`src/source/rchn_pkg.sv`:
```
package rchn_pkg;

	// request and bus sizes
	localparam int MAX_RD_BTT = 2048;  // largest request in bytes
	localparam int BTT_W = $clog2(MAX_RD_BTT) + 1;
	localparam int ADDR_W = 32;
	localparam int BEAT_BYTES = 8;
	localparam int DATA_W = BEAT_BYTES * 8;
	localparam int KEEP_ID_W = $clog2(BEAT_BYTES);
	localparam int BEATS_W = $clog2(MAX_RD_BTT / BEAT_BYTES) + 1;

	// burst limits
	localparam int MAX_BURST_LEN = 16;
	localparam int PAGE_BYTES = 4096;
	localparam int PAGE_AW = $clog2(PAGE_BYTES);
	localparam int PAGE_W = PAGE_AW - KEEP_ID_W;  // beat index inside a page

	// outstanding and buffer accounting
	localparam int RADDR_OUTSTANDING = 4;
	localparam int MSG_AW = $clog2(RADDR_OUTSTANDING);
	localparam int OUT_CNT_W = $clog2(RADDR_OUTSTANDING + 1);
	localparam int RDATA_BUF_DEPTH = 64;
	localparam int BUF_AW = $clog2(RDATA_BUF_DEPTH);
	localparam int MAX_STORED_BURSTS = RDATA_BUF_DEPTH / MAX_BURST_LEN;
	localparam int STORE_CNT_W = $clog2(MAX_STORED_BURSTS + 1);

	// fifo word {first id, last id, burst last, request last, data}
	localparam int TAG_W = DATA_W + 2 * KEEP_ID_W + 2;

	typedef enum logic
	{
		BG_IDLE,
		BG_ISSUE
	} burst_state_e;

	typedef enum logic
	{
		RA_PASS,
		RA_FLUSH
	} realign_state_e;

endpackage

```
`src/source/burst_gen.sv`:
```
`timescale 1ns/1ns

module burst_gen import rchn_pkg::*;
(
	input  logic                   clk,
	input  logic                   rst_n,
	input  logic [BTT_W+31:0]      rd_req_data_i,  // {byte count, start address}
	input  logic                   rd_req_valid_i,
	output logic                   rd_req_ready_o,
	output logic [ADDR_W-1:0]      m_axi_araddr_o,
	output logic [7:0]             m_axi_arlen_o,
	output logic                   m_axi_arvalid_o,
	input  logic                   m_axi_arready_i,
	input  logic                   issue_ok_i,
	output logic                   burst_push_o,
	output logic                   burst_last_o,
	output logic [KEEP_ID_W-1:0]   first_keep_id_o,
	output logic [KEEP_ID_W-1:0]   last_keep_id_o
);

	burst_state_e state;
	logic [ADDR_W-1:0] cur_addr;       // beat aligned
	logic [BEATS_W-1:0] beats_rem;
	logic [PAGE_W-1:0] page_left_m1;   // beats left in the 4k page, minus one
	logic [BTT_W-1:0] req_btt;
	logic [ADDR_W-1:0] req_addr;
	logic [BTT_W-1:0] end_addr;        // byte count plus unaligned start offset
	logic [BEATS_W-1:0] req_beats;
	logic [BEATS_W-1:0] len_rem;
	logic [BEATS_W-1:0] len_page;
	logic [BEATS_W-1:0] burst_len;
	logic req_hs;
	logic ar_hs;

	assign req_btt = rd_req_data_i[BTT_W+31:32];
	assign req_addr = rd_req_data_i[ADDR_W-1:0];
	assign end_addr = req_btt + BTT_W'(req_addr[KEEP_ID_W-1:0]);
	// round the end up to whole beats
	assign req_beats = end_addr[BTT_W-1:KEEP_ID_W] + BEATS_W'(|end_addr[KEEP_ID_W-1:0]);

	assign req_hs = rd_req_valid_i & rd_req_ready_o;
	assign ar_hs = m_axi_arvalid_o & m_axi_arready_i;

	// burst length is the smallest of remaining, page room and max burst
	assign len_rem = (beats_rem <= MAX_BURST_LEN) ? beats_rem : BEATS_W'(MAX_BURST_LEN);
	assign len_page = (page_left_m1 < MAX_BURST_LEN) ? (page_left_m1 + 1'b1) :
		BEATS_W'(MAX_BURST_LEN);
	assign burst_len = (len_rem < len_page) ? len_rem : len_page;

	assign rd_req_ready_o = (state == BG_IDLE);
	assign m_axi_arvalid_o = (state == BG_ISSUE) & issue_ok_i;
	assign m_axi_araddr_o = cur_addr;
	assign m_axi_arlen_o = 8'(burst_len - 1'b1);

	assign burst_push_o = ar_hs;
	assign burst_last_o = (beats_rem == burst_len);  // everything left fits in this burst

	always_ff @(posedge clk or negedge rst_n)
	begin
		if (!rst_n)
			state <= BG_IDLE;
		else
		begin
			case (state)
				BG_IDLE:
				begin
					if (req_hs)
						state <= BG_ISSUE;
				end
				BG_ISSUE:
				begin
					if (ar_hs && burst_last_o)
						state <= BG_IDLE;
				end
				default:
					state <= BG_IDLE;
			endcase
		end
	end

	// address walk
	always_ff @(posedge clk)
	begin
		if (req_hs)
		begin
			cur_addr <= {req_addr[ADDR_W-1:KEEP_ID_W], {KEEP_ID_W{1'b0}}};
			beats_rem <= req_beats;
			page_left_m1 <= ~req_addr[PAGE_AW-1:KEEP_ID_W];
		end
		else if (ar_hs)
		begin
			cur_addr <= {cur_addr[ADDR_W-1:KEEP_ID_W] + (ADDR_W-KEEP_ID_W)'(burst_len),
				{KEEP_ID_W{1'b0}}};
			beats_rem <= beats_rem - burst_len;
			page_left_m1 <= page_left_m1 - PAGE_W'(burst_len);  // wraps to 511 on a new page
		end
	end

	// byte lane ids of the first and last beat
	always_ff @(posedge clk)
	begin
		if (req_hs)
		begin
			first_keep_id_o <= req_addr[KEEP_ID_W-1:0];
			last_keep_id_o <= end_addr[KEEP_ID_W-1:0] - 1'b1;
		end
	end

endmodule

```
`config.mk`:
```
export PLATFORM = sky130hd
export DESIGN_NAME = burst_gen
export DESIGN_NICKNAME = d
export VERILOG_FILES = /design/src/source/rchn_pkg.sv /design/src/source/burst_gen.sv
export SDC_FILE = /design/constraint.sdc
export NUM_CORES = 1
export LEC_CHECK = 0
export ABC_CLOCK_PERIOD_IN_PS = 7850
export BUFFER_PORTS_ARGS = -buffer_cell sky130_fd_sc_hd__buf_4
export CAP_MARGIN = 30
export CORE_UTILIZATION = 40
export CTS_BUF_LIST = sky130_fd_sc_hd__clkbuf_8
export CTS_CLUSTER_SIZE = 25
export DETAILED_ROUTE_END_ITERATION = 16
export PLACE_DENSITY = 0.65
export SLEW_MARGIN = 20
export SYNTH_ARGS = -nofsm -noshare
export SYNTH_HDL_FRONTEND = slang
export SYNTH_SLANG_ARGS = --single-unit
```
`constraint.sdc`:
```
create_clock -name clk -period 7.85 [get_ports clk]
set_clock_uncertainty 0.05 [all_clocks]
set_input_delay 1.9625 -clock clk [delete_from_list [all_inputs] [get_ports clk]]
set_output_delay 1.9625 -clock clk [all_outputs]
set_load 0.01 [all_outputs]
```
==> summary.md <==
| Metric | Value |
|---|---|
| Status | `finished, final reports clean` |
| IO Port Bufs | `95` |
| Clk sink count | `54` |
| CTS buffer count | `5` |
| Critical path arrival | `4.47 ns` |
| Post-synthesis adder-cell area fraction | `12.8%` |
| Post-Route Setup TNS | `0 ns` |
| Overall routing resource usage | `19.5%` |
| Hold EP | `state` |
| Via-to-Cell Ratio | `roughly 5.3` |
| Starting Density | `between 40% and 50%` |
| Mux cell area share after synthesis | `1.57%` |
| Worst flop-to-flop path endpoint | `m_axi_araddr_o[27]` |
| Post-synth EDFFs | `53` |
| LEAKAGE | `2.31 nW` |
| Final worst path period share | `82.6%` |
| Post-synthesis xor/xnor area fraction | `8.90%` |
| Worst Path Max Fanout | `7` |
| First-pass GRT wire length | `18.3 mm` |
| DP Area | `5540 sq um` |
| Avg Inst Size Synth | `between 9 and 10 sq um` |
| Mapped Area | `4620 sq um` |
| Routed len/inst | `15.1 um` |
| Io pins | `99` |
| Power per cell area | `146 nW/um^2` |
| Fin util | `51.3%` |
| Compound-cell area share of the yosys netlist | `17.2%` |
| #FFs+latches synth | `54` |
| Via count | `3938` |
| FFs w/ async S/R, synth | `about 1.9%` |
| Post-synthesis simple-gate area fraction | `between 20% and 30%` |
| Die W | `110 um` |
| DRC Markers | `0` |
| Worst-Margin Slew | `0.969 ns` |
| Worst R2R Setup Slack | `2.17 ns` |
| Max-Cap Viols | `0` |
| Die area | `12000 sq um` |
| Fmax | `about 0.15 GHz` |
| Synth Warn # | `0` |
| Worst-path clk slew | `roughly 0.10 ns` |
| Max_slew headroom | `35.4%` |
| Worst EP required | `5.84 ns` |
| Post-Layout Inst Area | `5660 sq um` |
| Hold path cells | `2` |
| Top cells by area, synth | `edfxtp_1 34%, ha_1 11%, xnor2_1 7.2%, nand2_1 4.5%, o21ai_0 3.5%` |
| Kind of end point of the critical path | `output pin` |
| Starting DRT DRC Count | `161` |
| Core region area | `roughly 11000 sq um` |
| Worst Hold Launch | `state` |
| Reg2reg path depth | `17` |
| Setup CP Type | `reg2out` |
| Placer Congestion | `0.815` |
| Final Hold Fails | `0` |
| Hold Buf Count CTS | `0` |
| Cell variety after synth | `67` |
| CTS tree | `yes` |
| Yosys top cell area share | `34.4%` |
| Pin count of the biggest net entering global routing | `48` |
| Area growth syn-to-layout | `22.4%` |
| Most frequent cell after synthesis | `nand2_1` |
| Post-synthesis sequential area ratio | `35.0%` |
| Footprint of the multi-input gates | `just under 3000 sq um` |
| Grt ovf | `0` |
| Peak supply drop | `0.0000799 V` |
| Worst-skew pair later-pin latency | `~0.32 ns` |
| Final Slew Violations | `0` |
| Clock Root Buffer | `clkbuf_8` |
| Hold Path Class | `reg2reg` |
| Die Y | `110 um` |
| Area leader, netlist | `edfxtp_1` |
| RSZ-0062 raised after global routing | `false` |
| First-pass DRT Iterations | `4` |
| CP Launch Type | `flip-flop` |
| Routed Antenna Nets | `0` |
| Post-CTS sizing | `0` |
| H-tree levels | `2` |
| Detailed Place HPWL | `8.54 mm` |
| Postcts setup bufs | `0` |
| Vias in the first global route | `3940` |
| CTS Buffer Depth | `2` |
| Layout Nets | `692` |
| Site Rows | `38` |
| Setup violations, final | `0` |
| WL final | `around 11 mm` |
| Initial antenna violation count | `0` |
| Ys flop type | `edfxtp_1` |
| Main combinational cell family by area after synthesis | `simple AND/OR/NAND/NOR gates` |
| Reg2reg start | `page_left_m1[8]` |
| Number of fill cells in the layout | `1057` |
| Layout cells sized above 1 | `21.9%` |
| Tmin final | `6.48 ns` |
| Total power | `0.000828 W` |
| N_diodes | `0` |
| Top post-synthesis cells by count | `55 x nand2_1, 53 x edfxtp_1, 41 x ha_1` |
| Cells after Synth | `roughly 490` |
| FF+latch area | `1620 sq um` |
worst max-delay path by stage:
stage	startpoint	endpoint	slack [ns]
final	page_left_m1[8]	m_axi_arlen_o[4]	1.37
after global routing	page_left_m1[8]	m_axi_arlen_o[4]	1.15
after CTS	page_left_m1[8]	m_axi_arlen_o[4]	1.34
after detailed placement	page_left_m1[8]	m_axi_arlen_o[4]	1.72
after global placement	page_left_m1[8]	m_axi_arlen_o[4]	1.89
after floorplan	page_left_m1[8]	m_axi_arlen_o[4]	2.35
critical path, stage by stage (launching register included):
cell,delay (ns)
edfxtp_1,0.45
or4_4,0.59
a311oi_1,0.55
ha_1,0.21
nand2_1,0.07
a31oi_1,0.30
o31ai_4,0.17
nand2_4,0.15
nor2_1,0.08
a31oi_1,0.50
ha_1,0.40
nor4b_1,0.27
o211ai_1,0.15
o221ai_1,0.10
buf_4,0.16
per-stage QoR:
stage               cells  worst slack [ns]  hold slack [ns]
floorplan             507              2.35            0.539
global placement      731              1.89            0.594
detailed placement    731              1.72            0.598
CTS                   739              1.34            0.623
global route          739              1.15            0.669
finish                739              1.37            0.613
cell families (layout without fill, tap and decap cells):
group,count (synthesis),count (layout)
adder cells (fa/ha/maj),45,45
flip-flops,54,54
AO/OA/AOI/OAI,120,120
buffers and inverters,46,138
XOR/XNOR,47,47
other,2,21
multiplexers,6,6
AND/OR/NAND/NOR,168,168
where the power goes:
group,internal [W],total (W),switching (W)
logic,0.000122,0.000262,0.000140
registers,0.000347,0.000365,0.0000180
clock network,0.000103,0.000201,0.0000980
total,0.000572,0.000828,0.000256
state kept, by name (all words and copies together) (netlist names):
name and cells:
beats_rem 9, page_left_m1 9, m_axi_araddr_o 29, last_keep_id_o 3
state 1, first_keep_id_o 3
layout make-up:
class / count / share of cell area [%]
clock buffers: 6 / 1.46
flip-flops and latches: 54 / 28.6
well taps: 140 / 3.10
inverters: 32 / 2.12
multi-input cells: 407 / 51.1
clock inverters: 2 / 0.597
repair buffers: 98 / 13.0
layer usage:
metal	share of wire (%)	global-route usage, %
met5	0	0
met4	1.3	7.24
met3	5.5	3.50
met2	46	31.8
met1	47	25.9
cell usage in the layout, fill, tap and decap left out, types with 9 or more instances in the layout:
master	count
edfxtp_1	53
nand2_1	55
xnor2_1	38
o21ai_0	32
ha_1	41
nor2_1	25
xor2_1	9
a31oi_1	11
nor3_1	9
inv_1	31
conb_1	21
nand3_1	12
buf_4	98
a21o_1	11
a21oi_1	20
Note: power is estimated with default switching activity, not from simulation.
