===== src/source/rchn_pkg.sv =====
package rchn_pkg;

	// request and bus sizes
	localparam int MAX_RD_BTT = 2048;  // largest request in bytes
	localparam int BTT_W = $clog2(MAX_RD_BTT) + 1;
	localparam int ADDR_W = 32;
	localparam int BEAT_BYTES = 8;
	localparam int DATA_W = BEAT_BYTES * 8;
	localparam int KEEP_ID_W = $clog2(BEAT_BYTES);
	localparam int BEATS_W = $clog2(MAX_RD_BTT / BEAT_BYTES) + 1;

	// burst limits
	localparam int MAX_BURST_LEN = 16;
	localparam int PAGE_BYTES = 4096;
	localparam int PAGE_AW = $clog2(PAGE_BYTES);
	localparam int PAGE_W = PAGE_AW - KEEP_ID_W;  // beat index inside a page

	// outstanding and buffer accounting
	localparam int RADDR_OUTSTANDING = 4;
	localparam int MSG_AW = $clog2(RADDR_OUTSTANDING);
	localparam int OUT_CNT_W = $clog2(RADDR_OUTSTANDING + 1);
	localparam int RDATA_BUF_DEPTH = 64;
	localparam int BUF_AW = $clog2(RDATA_BUF_DEPTH);
	localparam int MAX_STORED_BURSTS = RDATA_BUF_DEPTH / MAX_BURST_LEN;
	localparam int STORE_CNT_W = $clog2(MAX_STORED_BURSTS + 1);

	// fifo word {first id, last id, burst last, request last, data}
	localparam int TAG_W = DATA_W + 2 * KEEP_ID_W + 2;

	typedef enum logic
	{
		BG_IDLE,
		BG_ISSUE
	} burst_state_e;

	typedef enum logic
	{
		RA_PASS,
		RA_FLUSH
	} realign_state_e;

endpackage


===== src/source/rdata_buffer.sv =====
`timescale 1ns/1ns

module rdata_buffer import rchn_pkg::*;
(
	input  logic                   clk,
	input  logic                   rst_n,
	input  logic                   burst_push_i,
	input  logic                   burst_last_i,
	input  logic [KEEP_ID_W-1:0]   first_keep_id_i,
	input  logic [KEEP_ID_W-1:0]   last_keep_id_i,
	output logic                   issue_ok_o,
	input  logic [DATA_W-1:0]      m_axi_rdata_i,
	input  logic                   m_axi_rlast_i,
	input  logic                   m_axi_rvalid_i,
	output logic                   m_axi_rready_o,
	output logic [DATA_W-1:0]      buf_data_o,
	output logic [BEAT_BYTES-1:0]  buf_keep_o,
	output logic                   buf_last_o,
	output logic                   buf_valid_o,
	input  logic                   buf_ready_i
);

	logic [OUT_CNT_W-1:0] out_cnt;      // bursts in flight
	logic [STORE_CNT_W-1:0] store_cnt;  // bursts reserved in the fifo
	logic [KEEP_ID_W-1:0] msg_fid [RADDR_OUTSTANDING];
	logic [KEEP_ID_W-1:0] msg_lid [RADDR_OUTSTANDING];
	logic msg_last [RADDR_OUTSTANDING];
	logic [MSG_AW-1:0] msg_wptr;
	logic [MSG_AW-1:0] msg_rptr;
	logic [TAG_W-1:0] mem [RDATA_BUF_DEPTH];
	logic [BUF_AW-1:0] wptr;
	logic [BUF_AW-1:0] rptr;
	logic [BUF_AW:0] fill;
	logic [BUF_AW:0] fill_nxt;
	logic [TAG_W-1:0] wr_word;
	logic [TAG_W-1:0] rd_word;
	logic [KEEP_ID_W-1:0] rd_fid;
	logic [KEEP_ID_W-1:0] rd_lid;
	logic rd_burst_last;
	logic rd_first;                     // next beat out opens a request
	logic [BEAT_BYTES-1:0] first_keep;
	logic [BEAT_BYTES-1:0] last_keep;
	logic wr_en;
	logic rd_en;
	logic rlast_hs;
	logic fetch;

	assign wr_en = m_axi_rvalid_i & m_axi_rready_o;
	assign rd_en = buf_valid_o & buf_ready_i;
	assign rlast_hs = wr_en & m_axi_rlast_i;
	assign fetch = rd_en & rd_burst_last;  // releases one reserved burst

	assign issue_ok_o = (out_cnt < RADDR_OUTSTANDING) & (store_cnt < MAX_STORED_BURSTS);

	always_ff @(posedge clk or negedge rst_n)
	begin
		if (!rst_n)
		begin
			out_cnt <= '0;
			store_cnt <= '0;
			msg_wptr <= '0;
			msg_rptr <= '0;
		end
		else
		begin
			if (burst_push_i && !rlast_hs)
				out_cnt <= out_cnt + 1'b1;
			else if (!burst_push_i && rlast_hs)
				out_cnt <= out_cnt - 1'b1;
			if (burst_push_i && !fetch)
				store_cnt <= store_cnt + 1'b1;
			else if (!burst_push_i && fetch)
				store_cnt <= store_cnt - 1'b1;
			if (burst_push_i)
				msg_wptr <= msg_wptr + 1'b1;
			if (rlast_hs)
				msg_rptr <= msg_rptr + 1'b1;
		end
	end

	// per-burst message queue
	always_ff @(posedge clk)
	begin
		if (burst_push_i)
		begin
			msg_fid[msg_wptr] <= first_keep_id_i;
			msg_lid[msg_wptr] <= last_keep_id_i;
			msg_last[msg_wptr] <= burst_last_i;
		end
	end

	assign wr_word = {msg_fid[msg_rptr], msg_lid[msg_rptr], m_axi_rlast_i,
		m_axi_rlast_i & msg_last[msg_rptr], m_axi_rdata_i};

	// data fifo
	assign fill_nxt = fill + (BUF_AW+1)'(wr_en) - (BUF_AW+1)'(rd_en);

	always_ff @(posedge clk or negedge rst_n)
	begin
		if (!rst_n)
		begin
			wptr <= '0;
			rptr <= '0;
			fill <= '0;
			m_axi_rready_o <= 1'b0;
			rd_first <= 1'b1;
		end
		else
		begin
			if (wr_en)
				wptr <= wptr + 1'b1;
			if (rd_en)
			begin
				rptr <= rptr + 1'b1;
				rd_first <= buf_last_o;
			end
			fill <= fill_nxt;
			m_axi_rready_o <= (fill_nxt != RDATA_BUF_DEPTH);
		end
	end

	always_ff @(posedge clk)
	begin
		if (wr_en)
			mem[wptr] <= wr_word;
	end

	assign rd_word = mem[rptr];
	assign {rd_fid, rd_lid, rd_burst_last, buf_last_o, buf_data_o} = rd_word;
	assign buf_valid_o = (fill != '0);

	// keep from the byte lane ids
	always_comb
	begin
		for (int i = 0; i < BEAT_BYTES; i++)
		begin
			first_keep[i] = (KEEP_ID_W'(i) >= rd_fid);
			last_keep[i] = (KEEP_ID_W'(i) <= rd_lid);
		end
	end

	assign buf_keep_o = (rd_first ? first_keep : {BEAT_BYTES{1'b1}}) &
		(buf_last_o ? last_keep : {BEAT_BYTES{1'b1}});

endmodule


===== config.mk =====
export PLATFORM = sky130hd
export DESIGN_NAME = rdata_buffer
export DESIGN_NICKNAME = d
export VERILOG_FILES = /design/src/source/rchn_pkg.sv /design/src/source/rdata_buffer.sv
export SDC_FILE = /design/constraint.sdc
export NUM_CORES = 2
export LEC_CHECK = 0
export BUFFER_PORTS_ARGS = -buffer_cell sky130_fd_sc_hd__clkbuf_2
export CORE_MARGIN = 3
export CORE_UTILIZATION = 44
export DETAILED_ROUTE_END_ITERATION = 7
export PLACE_DENSITY = 0.59
export SKIP_LAST_GASP = 1
export SLEW_MARGIN = 20
export SYNTH_ARGS = -nofsm -noshare
export SYNTH_HDL_FRONTEND = slang
export SYNTH_MEMORY_MAX_BITS = 65536
export SYNTH_SLANG_ARGS = --single-unit

===== constraint.sdc =====
create_clock -name clk -period 13.38 [get_ports clk]
set_clock_uncertainty 0.2 [all_clocks]
set_input_delay 1.338 -clock clk [delete_from_list [all_inputs] [get_ports clk]]
set_output_delay 1.338 -clock clk [all_outputs]
set_load 0.01 [all_outputs]

==> flow_summary_export.csv <==
group,metric,value,unit
outcome,status,"complete, no violations",
die,core_area,400000,um2
timing,hold_viol,0,
clock_tree,cts_tree,"yes",
critical_path,cp-startpoint,"rptr[0]$_DFFE_PN0P_",
logic_synthesis,syn-num-nets,6934,
worst_hold_path,hold_class,"input pin to async pin",
global_route,antenna_found_initial,27,
critical_path,endpoint,"buf_data_o[24]",
logic_synthesis,synth_seq_area_share,79.1,%
timing,slew_violations,0,
place,place_congestion,0.744,
timing,fin_tns_setup,0,ns
clock_tree,clk_pin_slew,0.06,ns
power,p_leak,61.1,nW
logic_synthesis,ys_warn_count,0,
layout,nNetsFinal,7402,
critical_path,rr_endpoint,"store_cnt[2]$_DFFE_PN0P_",
power,powerDensity,206,nW/um2
place,place_ws,6.32,ns
critical_path,critPathMaxFanout,108,
routing,wirelength,492000,um
logic_synthesis,syn_avg_cell_area,25.9,um2
clock_tree,cts_setup_buffers,0,
timing,min_period,7.95,ns
layout,drive_gt1_share,33.4,%
global_route,grt_first_pass_wirelength,680000,um
layout,synthToLayoutAreaGrowth,13.0,%
critical_path,end_kind,"output pin",
clock_tree,numCtsBuffers,463,
critical_path,path_class,"register to output pin",
clock_tree,clk_latency,1.00,ns
critical_path,r2r_cells,12,
clock_tree,cts_hold_buffers,0,
routing,drc,0,
routing,routedWlPerCell,37.9,um
logic_synthesis,ys.flop_type,"edfxtp_1",
timing,finalCritPeriodShare,59.4,%
place,dp_hpwl,231000,um
critical_path,start_kind,"register",
clock_tree,cts_max_level,5,
logic_synthesis,synth.cell_area,177000,um2
timing,worst_slew_pin_slew,1.27,ns
critical_path,critPathRequiredTime,11.84,ns
routing,viasPerCell,6.35,
critical_path,reg2reg_from,"rptr[0]$_DFFE_PN0P_",
timing,slew_headroom,15.7,%
global_route,grt_usage,24.0,%
logic_synthesis,async_flop_share,0.664,%
clock_tree,root_buffer,"clkbuf_16",
timing,hold_ws,0.234,ns
timing,setup_slack,5.43,ns
place,io_buffers,152,
die,num_rows,232,
die,fp.dieH,640,um
global_route,grt_max_degree,161,
die,die_width,640,um
timing,setup_violations,0,
routing,dr.pass1.iters,5,
die,fp.dieArea,410000,um2
routing,drt_iter0_drc,11406,
critical_path,arrival,6.41,ns
die,start_util,44.3,%
global_route,grt_pass1_vias,82538,
logic_synthesis,ys_ff_latch,4667,
clock_tree,cts_num_sinks,4667,
global_route,overflow,0,
routing,ant_nets,0,
timing,timing.fmax,0.126,GHz
layout,nFillCells,30958,
clock_tree,ctsResizeCount,0,
power,peakVddDrop,0.204,mV
critical_path,r2r_slack,7.64,ns
logic_synthesis,synth_cell_types,51,
die,io_pins,153,
logic_synthesis,synth_edf_count,4636,
layout,utilization,50.0,%
run,max-cap-violations,0,
power,power,0.0412,W
logic_synthesis,syn_inst,6838,
timing,rsz0062_at_grt,"false",
clock_tree,clock_path_buffers,4,
routing,vias,82309,
-- how the worst min path moves through the flow --
stage	to	startpoint	slack, ns	cells past startpoint
floorplan	store_cnt[2]$_DFFE_PN0P_	store_cnt[2]$_DFFE_PN0P_	0.24	1
global placement	out_cnt[2]$_DFFE_PN0P_	out_cnt[2]$_DFFE_PN0P_	0.26	1
detailed placement	out_cnt[2]$_DFFE_PN0P_	out_cnt[2]$_DFFE_PN0P_	0.26	1
CTS	wptr[3]$_DFFE_PN0P_	rst_n	0.17	2
global route	fill[1]$_DFF_PN0_	rst_n	0.21	2
finish	m_axi_rready_o$_DFF_PN0_	rst_n	0.23	2
-- synth_stat cells, types with 2 or more instances --
master | count | area share, %
nor2_1 | 77 | 0.16
mux4_2 | 1494 | 19
fa_1 | 3 | 0.034
mux2i_1 | 6 | 0.034
nor3_1 | 4 | 0.011
nand2_1 | 40 | 0.085
nor4b_1 | 2 | 0.0099
o21ai_0 | 6 | 0.017
or3_1 | 5 | 0.018
a22oi_1 | 20 | 0.085
nand3b_1 | 4 | 0.017
a221oi_1 | 2 | 0.0099
a21o_1 | 3 | 0.013
nor2b_1 | 8 | 0.028
edfxtp_1 | 4636 | 79
nor3b_1 | 2 | 0.0085
buf_2 | 125 | 0.35
mux2_2 | 4 | 0.025
nand4_1 | 5 | 0.018
xor2_1 | 7 | 0.035
xnor2_1 | 17 | 0.084
clkbuf_1 | 193 | 0.41
or2_1 | 6 | 0.021
a31oi_1 | 2 | 0.0071
and2_1 | 7 | 0.025
or3b_2 | 2 | 0.0099
nor4_1 | 3 | 0.011
buf_4 | 5 | 0.021
a211oi_1 | 6 | 0.025
dfrtp_1 | 30 | 0.42
ha_1 | 16 | 0.11
nand3_1 | 10 | 0.028
buf_1 | 33 | 0.070
o21bai_1 | 2 | 0.0085
inv_1 | 19 | 0.040
a21oi_1 | 19 | 0.054
-- kinds of logic after synthesis --
family                     after synthesis  share of synthesized area, %
AOI/OAI and AO/OA                       67                         0.251
DFF                                   4667                          79.1
and+or+nand+nor                        181                         0.478
xor gates and xnor gates                24                         0.119
muxes                                 1504                          19.1
buffers and inverters                  376                         0.896
adders and majority gates               19                         0.147
-- where the power goes --
group	leakage (nW)	internal (W)	switching, W	total, W
clock network	7.12	0.00710	0.00551	0.0126
registers	42.1	0.0169	0.000305	0.0172
logic	11.9	0.00533	0.00603	0.0114
-- per-stage QoR --
stage	instances	instance area (um2)
floorplan	6838	177000
global placement	12105	185000
detailed placement	12106	185000
CTS	12957	200000
global route	12959	200000
finish	12962	200000
-- critical path, cell delays in order (launching register included) --
cell and delay [ns]:
dfrtp_4 0.93, buf_4 0.80, buf_12 0.64, buf_4 0.86, mux4_2 0.60, mux4_2 0.54
mux4_2 0.52, clkbuf_2 0.15
-- routing by layer --
layer | track usage [%] | routed length (um) | up-vias
met5 | 0 | 62 | -
met4 | 6.28 | 13900 | 10
met1 | 34.7 | 196000 | 46300
met3 | 4.21 | 44100 | 753
met2 | 38.2 | 238000 | 4223
li1 | - | - | 31023
-- cell usage in the layout (no fill, tap or decap), types with 20 or more instances in the layout --
cell type  Yosys  final
a22oi_1       20     20
buf_12         0     28
buf_2        125     55
buf_4          5    181
bufinv_16      0     36
clkbuf_1     193    101
clkbuf_16      0    467
clkbuf_2       0     93
clkinv_1       0    119
clkinv_2       0     74
dfrtp_1       30     25
edfxtp_1    4636   4636
mux4_2      1494   1492
nand2_1       40     40
nor2_4         0     60
-- layout make-up --
class	count	area, um2	share of cell area, %
multi-input combinational	1795	36000	18.0
tap	5265	6590	3.29
clock inverter	283	2600	1.30
clock buffer	568	12100	6.03
inverter	20	82.6	0.0413
timing repair buffer	359	2700	1.35
sequential	4667	140000	70.0
antenna	5	12.5	0.00625
-- sequential cells by signal (all words and copies together), names as in the netlist --
name,flops
mem,4608
msg_fid,12
msg_lid,12
fill,7
rptr,6
wptr,6
msg_last,4
out_cnt,3
store_cnt,3
msg_rptr,2
msg_wptr,2
m_axi_rready_o,1
rd_first,1
Power figures use the tool's default switching activity.
